[config.mk]
export PLATFORM = sky130hd
export DESIGN_NAME = decode_stage
export DESIGN_NICKNAME = d
export VERILOG_FILES = /design/src/rv_decode_pkg.sv /design/src/decode_stage.sv /design/src/id_ex_reg.sv /design/src/imm_gen.sv /design/src/main_decoder.sv /design/src/regfile.sv
export SDC_FILE = /design/constraint.sdc
export NUM_CORES = 2
export LEC_CHECK = 0
export BUFFER_PORTS_ARGS = -buffer_cell sky130_fd_sc_hd__buf_4
export CELL_PAD_IN_SITES_DETAIL_PLACEMENT = 1
export CELL_PAD_IN_SITES_GLOBAL_PLACEMENT = 2
export CORE_AREA = 2 2 363 365
export CTS_CLUSTER_SIZE = 28
export DETAILED_ROUTE_END_ITERATION = 12
export DIE_AREA = 0 0 365 367
export GPL_ROUTABILITY_DRIVEN = 0
export GPL_TIMING_DRIVEN = 0
export PLACE_DENSITY_LB_ADDON = 0.1
export REMOVE_ABC_BUFFERS = 1
export SKIP_CTS_REPAIR_TIMING = 1
export SYNTH_ARGS = -nofsm -noshare
export SYNTH_HDL_FRONTEND = slang
export SYNTH_SLANG_ARGS = --single-unit
[constraint.sdc]
create_clock -name clk_i -period 2.7 [get_ports clk_i]
set_clock_uncertainty 0.15 [all_clocks]
set_input_delay 0.27 -clock clk_i [delete_from_list [all_inputs] [get_ports clk_i]]
set_output_delay 0.27 -clock clk_i [all_outputs]
set_load 0.005 [all_outputs]
[src/rv_decode_pkg.sv]
package rv_decode_pkg;

   localparam int XLEN = 32;  // Data width

   ////////////////////
   // Opcode classes
   ////////////////////

   // Bits 6:2 of the instruction word, low two bits assumed 2'b11
   typedef enum logic [4:0] {
      LOAD   = 5'b00000,
      STORE  = 5'b01000,
      BRANCH = 5'b11000,
      JAL    = 5'b11011,
      JALR   = 5'b11001,
      OP_IMM = 5'b00100,
      OP     = 5'b01100,
      LUI    = 5'b01101,
      AUIPC  = 5'b00101
   } opcode_e;

   ////////////////////
   // Control encodings
   ////////////////////

   typedef enum logic [2:0] {
      IMM_NONE = 3'd0,  // No immediate, reads as zero
      IMM_I    = 3'd1,
      IMM_S    = 3'd2,
      IMM_B    = 3'd3,
      IMM_U    = 3'd4,
      IMM_J    = 3'd5
   } imm_fmt_e;

   typedef enum logic [1:0] {
      WB_ALU = 2'd0,
      WB_MEM = 2'd1,
      WB_PC4 = 2'd2,  // Link address for jumps
      WB_IMM = 2'd3
   } wb_sel_e;

   typedef enum logic [1:0] {
      EX_ADD    = 2'd0,  // Address and PC arithmetic
      EX_BRANCH = 2'd1,  // Compare for branches
      EX_FUNCT  = 2'd2,  // Execute looks at funct3 and funct7
      EX_PASS   = 2'd3   // LUI passes the immediate
   } ex_op_e;

   // Zero is the idle code, so a cleared register means no access
   typedef enum logic [3:0] {
      MEM_NONE = 4'h0,
      LB       = 4'h1,
      LH       = 4'h2,
      LW       = 4'h3,
      LBU      = 4'h4,
      LHU      = 4'h5,
      SB       = 4'h6,
      SH       = 4'h7,
      SW       = 4'h8
   } mem_op_e;

   ////////////////////
   // Instruction word
   ////////////////////

   // Register fields for decode, flat word for immediate slicing
   typedef union packed {
      struct packed {
         logic [6:0] funct7;
         logic [4:0] rs2;
         logic [4:0] rs1;
         logic [2:0] funct3;
         logic [4:0] rd;
         logic [6:0] opcode;
      } r;
      logic [31:0] raw;
   } instr_u;

endpackage

[src/decode_stage.sv]
module decode_stage import rv_decode_pkg::*; #(
   parameter int REG_COUNT = 32  // 16 for RV32E
) (
   input  logic            clk_i,
   input  logic            reset_i,
   input  instr_u          instr_i,
   input  logic [XLEN-1:0] pc_i,
   input  logic            wb_en_i,
   input  logic [4:0]      wb_rd_i,
   input  logic [XLEN-1:0] wb_data_i,
   input  logic            busywait_i,
   input  logic            flush_i,
   output logic [XLEN-1:0] pc_o,
   output logic [XLEN-1:0] rs1_value_o,
   output logic [XLEN-1:0] rs2_value_o,
   output logic [XLEN-1:0] imm_o,
   output logic            alu_op1_sel_o,
   output logic            alu_op2_sel_o,
   output mem_op_e         mem_op_o,
   output wb_sel_e         wb_sel_o,
   output logic            reg_wr_en_o,
   output logic [4:0]      rd_o,
   output logic [4:0]      rs1_o,
   output logic [4:0]      rs2_o,
   output logic [2:0]      funct3_o,
   output logic [6:0]      funct7_o,
   output logic            is_load_o,
   output logic            is_store_o,
   output logic            is_branch_o,
   output logic            is_jump_o,
   output ex_op_e          ex_op_o,
   output logic            stall_o
);

   logic [XLEN-1:0] rs1_value;
   logic [XLEN-1:0] rs2_value;
   logic [XLEN-1:0] imm;
   imm_fmt_e        imm_fmt;
   logic            alu_op1_sel;
   logic            alu_op2_sel;
   mem_op_e         mem_op;
   wb_sel_e         wb_sel;
   logic            reg_wr_en;
   ex_op_e          ex_op;
   logic            is_load;
   logic            is_store;
   logic            is_branch;
   logic            is_jump;

   ////////////////////
   // Operand path
   ////////////////////

   regfile #(
      .REG_COUNT (REG_COUNT)
   ) u_regfile (
      .clk_i      (clk_i),
      .reset_i    (reset_i),
      .wr_en_i    (wb_en_i),  // Write-back keeps writing during busywait
      .wr_addr_i  (wb_rd_i),
      .wr_data_i  (wb_data_i),
      .rs1_addr_i (instr_i.r.rs1),
      .rs2_addr_i (instr_i.r.rs2),
      .rs1_data_o (rs1_value),
      .rs2_data_o (rs2_value)
   );

   imm_gen u_imm_gen (
      .instr_i   (instr_i),
      .imm_fmt_i (imm_fmt),
      .imm_o     (imm)
   );

   ////////////////////
   // Control path
   ////////////////////

   main_decoder u_main_decoder (
      .instr_i       (instr_i),
      .imm_fmt_o     (imm_fmt),
      .alu_op1_sel_o (alu_op1_sel),
      .alu_op2_sel_o (alu_op2_sel),
      .mem_op_o      (mem_op),
      .wb_sel_o      (wb_sel),
      .reg_wr_en_o   (reg_wr_en),
      .ex_op_o       (ex_op),
      .is_load_o     (is_load),
      .is_store_o    (is_store),
      .is_branch_o   (is_branch),
      .is_jump_o     (is_jump)
   );

   // ID/EX register and hazard check
   id_ex_reg #(
      .REG_COUNT (REG_COUNT)
   ) u_id_ex_reg (
      .clk_i         (clk_i),
      .reset_i       (reset_i),
      .busywait_i    (busywait_i),
      .flush_i       (flush_i),
      .instr_i       (instr_i),
      .pc_i          (pc_i),
      .rs1_value_i   (rs1_value),
      .rs2_value_i   (rs2_value),
      .imm_i         (imm),
      .alu_op1_sel_i (alu_op1_sel),
      .alu_op2_sel_i (alu_op2_sel),
      .mem_op_i      (mem_op),
      .wb_sel_i      (wb_sel),
      .reg_wr_en_i   (reg_wr_en),
      .ex_op_i       (ex_op),
      .is_load_i     (is_load),
      .is_store_i    (is_store),
      .is_branch_i   (is_branch),
      .is_jump_i     (is_jump),
      .pc_o          (pc_o),
      .rs1_value_o   (rs1_value_o),
      .rs2_value_o   (rs2_value_o),
      .imm_o         (imm_o),
      .alu_op1_sel_o (alu_op1_sel_o),
      .alu_op2_sel_o (alu_op2_sel_o),
      .mem_op_o      (mem_op_o),
      .wb_sel_o      (wb_sel_o),
      .reg_wr_en_o   (reg_wr_en_o),
      .rd_o          (rd_o),
      .rs1_o         (rs1_o),
      .rs2_o         (rs2_o),
      .funct3_o      (funct3_o),
      .funct7_o      (funct7_o),
      .is_load_o     (is_load_o),
      .is_store_o    (is_store_o),
      .is_branch_o   (is_branch_o),
      .is_jump_o     (is_jump_o),
      .ex_op_o       (ex_op_o),
      .stall_o       (stall_o)
   );

endmodule

[src/id_ex_reg.sv]
module id_ex_reg import rv_decode_pkg::*; #(
   parameter int REG_COUNT = 32
) (
   input  logic            clk_i,
   input  logic            reset_i,
   input  logic            busywait_i,
   input  logic            flush_i,
   input  instr_u          instr_i,
   input  logic [XLEN-1:0] pc_i,
   input  logic [XLEN-1:0] rs1_value_i,
   input  logic [XLEN-1:0] rs2_value_i,
   input  logic [XLEN-1:0] imm_i,
   input  logic            alu_op1_sel_i,
   input  logic            alu_op2_sel_i,
   input  mem_op_e         mem_op_i,
   input  wb_sel_e         wb_sel_i,
   input  logic            reg_wr_en_i,
   input  ex_op_e          ex_op_i,
   input  logic            is_load_i,
   input  logic            is_store_i,
   input  logic            is_branch_i,
   input  logic            is_jump_i,
   output logic [XLEN-1:0] pc_o,
   output logic [XLEN-1:0] rs1_value_o,
   output logic [XLEN-1:0] rs2_value_o,
   output logic [XLEN-1:0] imm_o,
   output logic            alu_op1_sel_o,
   output logic            alu_op2_sel_o,
   output mem_op_e         mem_op_o,
   output wb_sel_e         wb_sel_o,
   output logic            reg_wr_en_o,
   output logic [4:0]      rd_o,
   output logic [4:0]      rs1_o,
   output logic [4:0]      rs2_o,
   output logic [2:0]      funct3_o,
   output logic [6:0]      funct7_o,
   output logic            is_load_o,
   output logic            is_store_o,
   output logic            is_branch_o,
   output logic            is_jump_o,
   output ex_op_e          ex_op_o,
   output logic            stall_o
);

   logic load_rd_live;
   logic bubble;

   ////////////////////
   // Load-use hazard
   ////////////////////

   // Load in execute whose result is actually written somewhere
   assign load_rd_live = is_load_o && (rd_o != 5'd0) && (int'(rd_o) < REG_COUNT);

   assign stall_o = load_rd_live &&
                    ((rd_o == instr_i.r.rs1) || (rd_o == instr_i.r.rs2));

   assign bubble = flush_i || stall_o;

   ////////////////////
   // Pipeline register
   ////////////////////

   // Reset, then hold on busywait, then bubble, then load
   always_ff @(posedge clk_i) begin
      if (reset_i || (!busywait_i && bubble)) begin
         pc_o          <= '0;
         rs1_value_o   <= '0;
         rs2_value_o   <= '0;
         imm_o         <= '0;
         alu_op1_sel_o <= 1'b0;
         alu_op2_sel_o <= 1'b0;
         mem_op_o      <= MEM_NONE;
         wb_sel_o      <= WB_ALU;
         reg_wr_en_o   <= 1'b0;
         rd_o          <= '0;
         rs1_o         <= '0;
         rs2_o         <= '0;
         funct3_o      <= '0;
         funct7_o      <= '0;
         is_load_o     <= 1'b0;
         is_store_o    <= 1'b0;
         is_branch_o   <= 1'b0;
         is_jump_o     <= 1'b0;
         ex_op_o       <= EX_ADD;
      end else if (!busywait_i) begin
         pc_o          <= pc_i;
         rs1_value_o   <= rs1_value_i;
         rs2_value_o   <= rs2_value_i;
         imm_o         <= imm_i;
         alu_op1_sel_o <= alu_op1_sel_i;
         alu_op2_sel_o <= alu_op2_sel_i;
         mem_op_o      <= mem_op_i;
         wb_sel_o      <= wb_sel_i;
         reg_wr_en_o   <= reg_wr_en_i;
         rd_o          <= instr_i.r.rd;  // Register numbers from the word itself
         rs1_o         <= instr_i.r.rs1;
         rs2_o         <= instr_i.r.rs2;
         funct3_o      <= instr_i.r.funct3;
         funct7_o      <= instr_i.r.funct7;
         is_load_o     <= is_load_i;
         is_store_o    <= is_store_i;
         is_branch_o   <= is_branch_i;
         is_jump_o     <= is_jump_i;
         ex_op_o       <= ex_op_i;
      end
   end

endmodule

[src/imm_gen.sv]
module imm_gen import rv_decode_pkg::*; (
   input  instr_u          instr_i,
   input  imm_fmt_e        imm_fmt_i,
   output logic [XLEN-1:0] imm_o
);

   logic [31:0] w;
   logic        sign;

   assign w    = instr_i.raw;
   assign sign = w[31];  // Every signed format takes its sign here

   // Bit order per the base ISA formats
   always_comb begin
      unique case (imm_fmt_i)
         IMM_I: begin
            imm_o = {{(XLEN-12){sign}}, w[31:20]};
         end
         IMM_S: begin
            imm_o = {{(XLEN-12){sign}}, w[31:25], w[11:7]};
         end
         IMM_B: begin
            // Halfword offset, bit 0 always clear
            imm_o = {{(XLEN-13){sign}}, w[31], w[7], w[30:25], w[11:8], 1'b0};
         end
         IMM_U: begin
            imm_o = {w[31:12], 12'b0};  // Upper 20 bits, no extension
         end
         IMM_J: begin
            imm_o = {{(XLEN-21){sign}}, w[31], w[19:12], w[20], w[30:21], 1'b0};
         end
         IMM_NONE: begin
            imm_o = '0;
         end
         default: begin
            imm_o = '0;
         end
      endcase
   end

endmodule

[src/main_decoder.sv]
module main_decoder import rv_decode_pkg::*; (
   input  instr_u   instr_i,
   output imm_fmt_e imm_fmt_o,
   output logic     alu_op1_sel_o,  // 1 selects PC
   output logic     alu_op2_sel_o,  // 1 selects immediate
   output mem_op_e  mem_op_o,
   output wb_sel_e  wb_sel_o,
   output logic     reg_wr_en_o,
   output ex_op_e   ex_op_o,
   output logic     is_load_o,
   output logic     is_store_o,
   output logic     is_branch_o,
   output logic     is_jump_o
);

   opcode_e    opcode;
   logic [2:0] funct3;

   assign opcode = opcode_e'(instr_i.r.opcode[6:2]);
   assign funct3 = instr_i.r.funct3;

   always_comb begin
      // Bubble values unless the opcode is known
      imm_fmt_o     = IMM_NONE;
      alu_op1_sel_o = 1'b0;
      alu_op2_sel_o = 1'b0;
      mem_op_o      = MEM_NONE;
      wb_sel_o      = WB_ALU;
      reg_wr_en_o   = 1'b0;
      ex_op_o       = EX_ADD;
      is_load_o     = 1'b0;
      is_store_o    = 1'b0;
      is_branch_o   = 1'b0;
      is_jump_o     = 1'b0;

      case (opcode)
         LOAD: begin
            imm_fmt_o     = IMM_I;
            alu_op2_sel_o = 1'b1;
            wb_sel_o      = WB_MEM;
            reg_wr_en_o   = 1'b1;
            is_load_o     = 1'b1;
            case (funct3)  // Access size and signedness
               3'b000:  mem_op_o = LB;
               3'b001:  mem_op_o = LH;
               3'b010:  mem_op_o = LW;
               3'b100:  mem_op_o = LBU;
               3'b101:  mem_op_o = LHU;
               default: mem_op_o = MEM_NONE;
            endcase
         end
         STORE: begin
            imm_fmt_o     = IMM_S;
            alu_op2_sel_o = 1'b1;
            is_store_o    = 1'b1;
            case (funct3)
               3'b000:  mem_op_o = SB;
               3'b001:  mem_op_o = SH;
               3'b010:  mem_op_o = SW;
               default: mem_op_o = MEM_NONE;
            endcase
         end
         BRANCH: begin
            imm_fmt_o     = IMM_B;
            alu_op1_sel_o = 1'b1;  // Target from PC
            alu_op2_sel_o = 1'b1;
            ex_op_o       = EX_BRANCH;
            is_branch_o   = 1'b1;
         end
         JAL, JALR: begin
            imm_fmt_o     = (opcode == JAL) ? IMM_J : IMM_I;
            alu_op1_sel_o = (opcode == JAL);  // JALR adds to rs1
            alu_op2_sel_o = 1'b1;
            wb_sel_o      = WB_PC4;
            reg_wr_en_o   = 1'b1;
            is_jump_o     = 1'b1;
         end
         OP_IMM, OP: begin
            imm_fmt_o     = (opcode == OP) ? IMM_NONE : IMM_I;
            alu_op2_sel_o = (opcode == OP_IMM);
            reg_wr_en_o   = 1'b1;
            ex_op_o       = EX_FUNCT;
         end
         LUI: begin
            imm_fmt_o     = IMM_U;
            alu_op2_sel_o = 1'b1;
            wb_sel_o      = WB_IMM;
            reg_wr_en_o   = 1'b1;
            ex_op_o       = EX_PASS;
         end
         AUIPC: begin
            imm_fmt_o     = IMM_U;
            alu_op1_sel_o = 1'b1;
            alu_op2_sel_o = 1'b1;
            reg_wr_en_o   = 1'b1;
         end
         default: ;  // Unknown opcode stays a bubble
      endcase
   end

endmodule

[src/regfile.sv]
module regfile import rv_decode_pkg::*; #(
   parameter int REG_COUNT = 32
) (
   input  logic            clk_i,
   input  logic            reset_i,
   input  logic            wr_en_i,
   input  logic [4:0]      wr_addr_i,
   input  logic [XLEN-1:0] wr_data_i,
   input  logic [4:0]      rs1_addr_i,
   input  logic [4:0]      rs2_addr_i,
   output logic [XLEN-1:0] rs1_data_o,
   output logic [XLEN-1:0] rs2_data_o
);

   logic [XLEN-1:0] regs [REG_COUNT];

   // x0 and anything past the last register hold nothing
   function automatic logic in_range(input logic [4:0] addr);
      return (addr != 5'd0) && (int'(addr) < REG_COUNT);
   endfunction

   // Same-cycle write goes straight through to the reader
   function automatic logic [XLEN-1:0] read_reg(input logic [4:0] addr);
      logic [XLEN-1:0] data;
      if (!in_range(addr)) begin
         data = '0;
      end else if (wr_en_i && (wr_addr_i == addr)) begin
         data = wr_data_i;  // Bypass
      end else begin
         data = regs[addr];
      end
      return data;
   endfunction

   ////////////////////
   // Write port
   ////////////////////

   always_ff @(posedge clk_i) begin
      if (reset_i) begin
         for (int i = 0; i < REG_COUNT; i++) begin
            regs[i] <= '0;
         end
      end else if (wr_en_i && in_range(wr_addr_i)) begin
         regs[wr_addr_i] <= wr_data_i;
      end
   end

   ////////////////////
   // Read ports
   ////////////////////

   always_comb begin
      rs1_data_o = read_reg(rs1_addr_i);
      rs2_data_o = read_reg(rs2_addr_i);
   end

endmodule

==> impl_metrics.yaml <==
status:
  outcome: "complete, but fails checks"
  violations: "hold timing, setup timing"
synth:
  synth_area_leader_cell: "edfxtp_1"
  ys_async_sr_fraction: 0
  yosysTopAreaCellShare: 0.5167
  avgSynthCellArea_um2: 14.85
  synth_edf_count: 1024
  seq_area_frac_synth: 0.5733
  yosysWarnings: 0
  synth.most_common_cell: "and2_1"
  ys_types: 55
  yosys_most_used_dff: "edfxtp_1"
  synth_top_cells_by_count: "and2_1, edfxtp_1, mux4_2, clkbuf_1, o22ai_1"
  syn_inst: 4006
  synth.area.top_cells: "edfxtp_1, mux4_2, and2_1"
  synth.cell_area_um2: 59510
  ys_ff_latch: 1192
global_route:
  grt_util_all_layers: 0.3272
  grt_max_degree: 88
  grt_overflow: 0
  grt-busiest-layer: "met2"
  grt_util_met2: 0.5038
  global_route.usage.met1: 0.4466
  gr-usage-met3: 0.08298
  antenna_found_initial: 17
  grt_pass1_vias: 40180
  grt_pass1_wl_mm: 305.2
sta:
  finalMaxSlewViolations: 0
  max_clock_freq_mhz: 355.1
  fin_ws_ns: -0.1161
  finalHoldViolations: 1
  post-route-period-util: 1.043
  holdWs_ns: -0.006923
  rsz0062_at_grt: "yes"
  finalSetupViolCount: 39
  min_period_ns: 2.816
  max_slew_margin: 0.2564
  worst_slew_pin_slew_ns: 1.101
finish:
  drive_gt1_frac: 0.2828
  regArea_um2: 34110
  multi_input_area_um2: 24030
  utilization: 0.5436
  area_growth_pct: 19.19
  final_cells: 6206
  fin_nets: 4429
  nFillCells: 12290
critical_path:
  cp_top_family: "buffers and inverters"
  startpoint_type: "input pin"
  crit_buf_inv: 5
  arrival_ns: 3.13
  r2r-end: "u_id_ex_reg.rs1_value_o[16]"
  r2r.worst_path.cells: 7
  worst_path_max_delay_cell: "dlygate4sd3_1"
  worstPathRequired_ns: 3.02
  end_kind: "flip-flop"
  r2r_slack_ns: 0.08
  cp_max_fo: 21
  crit_top_cell: "buf_12"
  worstPathCellList: "dlygate4sd3_1 > buf_4 > nor2_1 > nand3_2 > nor2_4 > buf_16 > buf_12 > or2_4 > buf_12"
  worstSetupPathType: "input pin to flip-flop"
  slowest_delay_ns: 0.61
  timing.rr.start: "u_id_ex_reg.rd_o[4]"
place:
  dpl.hpwl_mm: 131.5
  place_inst: 5751
  io_buffers: 272
power:
  power.total_w: 0.04470
  p_per_area_nw_per_um2: 630.3
  leakagePower_nw: 24.83
  max-vdd-ir-drop_uv: 638.9
clock_network:
  cts_sinks: 1192
  cts_root_buffer: "clkbuf_16"
  cts_buffers: 139
  insertion_delay_ns: 0.81
  cts_buffer_depth: 3
  clk_pin_slew_ns: 0.06
  tritoncts: "done"
  htreeDepth: 4
job:
  cap_violations: 0
floorplanning:
  dieArea_um2: 134000
  initial_core_util: 0.4561
  rows: 133
  coreArea_um2: 130500
  die_y_um: 367
  die_width_um: 365
  io_pins: 275
hold_path:
  min-delay-start: "wb_rd_i[0]"
  hold_depth: 3
  hp-class: "input pin to flip-flop"
  whs_endpoint: "u_regfile.regs[22][10]"
detailed_routing:
  wl_per_cell_um: 36.83
  ant_nets: 0
  vias: 40550
  first_pass_iters: 5
  wl_mm: 228.6
  viasPerCell: 6.535
  drc: 0
  dr.first_iter.drc_count: 5368
## worst max path at each step
stage | start | end | slack, ns | cells past startpoint
after floorplan | u_id_ex_reg.rd_o[3] | u_id_ex_reg.imm_o[20] | -2.06 | 6
after global placement | instr_i[20] | u_id_ex_reg.pc_o[22] | -9.09 | 7
after detailed placement | reset_i | u_regfile.regs[29][1] | -2.20 | 6
after CTS | reset_i | u_regfile.regs[29][27] | -1.43 | 6
after global routing | instr_i[20] | stall_o | -0.13 | 7
final | wb_rd_i[1] | u_regfile.regs[4][14] | -0.12 | 9
## kinds of logic (layout without fill, tap and decap cells)
kind of cell | Yosys count | in the layout | synth area share
AOI/OAI and AO/OA | 402 | 403 | 0.04739
xor gates and xnor gates | 22 | 22 | 0.003238
buffers and inverters | 439 | 829 | 0.03307
DFF | 1192 | 1192 | 0.5733
muxes | 569 | 569 | 0.2034
other | 1 | 46 | 0.00006302
and+or+nand+nor | 1381 | 1390 | 0.1396
## report_power, final
part           switching, W  leakage [nW]  total, W  internal (W)
registers          0.000526          11.1    0.0215        0.0210
logic               0.00274          11.6   0.00502       0.00227
clock network       0.00791          2.09    0.0182        0.0103
## metrics by stage
| stage | instance area, um^2 | hold slack [ns] | setup slack (ns) | setup TNS [ns] |
|---|---|---|---|---|
| 2_1_floorplan | 57700 | 0.2118 | -2.062 | -256.59 |
| 3_3_place_gp | 61940 | 0.3017 | -9.095 | -8887.47 |
| 6_report | 70930 | -0.006923 | -0.1161 | -2.341 |
| 3_5_place_dp | 64680 | 0.3058 | -2.205 | -2456.69 |
| 4_1_cts | 68990 | -0.4811 | -1.426 | -847.44 |
| 5_1_grt | 70890 | 0.01783 | -0.1334 | -1.273 |
## worst register-to-register path: cells and delay by family, from the launching register on
family,cells,cell delay [ns]
AOI/OAI and AO/OA,3,0.80
buffers and inverters,2,0.46
DFF,1,0.36
and+or+nand+nor,2,0.80
## cell type report
| class | count | area share |
|---|---|---|
| clock inverter | 46 | 0.005433 |
| timing repair buffer | 561 | 0.08746 |
| tap | 1755 | 0.03096 |
| clock buffer | 209 | 0.05523 |
| inverter | 13 | 0.0006880 |
| sequential | 1192 | 0.4810 |
| multi-input combinational | 2416 | 0.3388 |
| antenna | 14 | 0.0004939 |
## flip-flops by register name (all words and copies together), names as in the netlist
name,cells
u_regfile.regs,1024
u_id_ex_reg.imm_o,32
u_id_ex_reg.pc_o,32
u_id_ex_reg.rs1_value_o,32
u_id_ex_reg.rs2_value_o,32
u_id_ex_reg.funct7_o,7
u_id_ex_reg.rd_o,5
u_id_ex_reg.rs1_o,5
u_id_ex_reg.rs2_o,5
u_id_ex_reg.mem_op_o,4
u_id_ex_reg.funct3_o,3
u_id_ex_reg.ex_op_o,2
u_id_ex_reg.wb_sel_o,2
u_id_ex_reg.alu_op1_sel_o,1
u_id_ex_reg.alu_op2_sel_o,1
u_id_ex_reg.is_branch_o,1
u_id_ex_reg.is_jump_o,1
u_id_ex_reg.is_load_o,1
u_id_ex_reg.is_store_o,1
u_id_ex_reg.reg_wr_en_o,1
## layer usage
metal | up-vias | wire length (um)
li1 | 16120 | -
met1 | 21520 | 90490
met2 | 2460 | 106000
met3 | 446 | 23660
met4 | 16 | 8277
met5 | - | 102
## cell usage in the layout, fill, tap and decap left out, types with 67 or more instances in the layout
cell / n
mux4_2: 512
clkbuf_16: 148
dfxtp_1: 168
buf_4: 327
nor4_1: 67
dlygate4sd3_1: 104
nor2_1: 97
and2_1: 1031
edfxtp_1: 1024
o22ai_1: 257
Power figures use the tool's default switching activity.
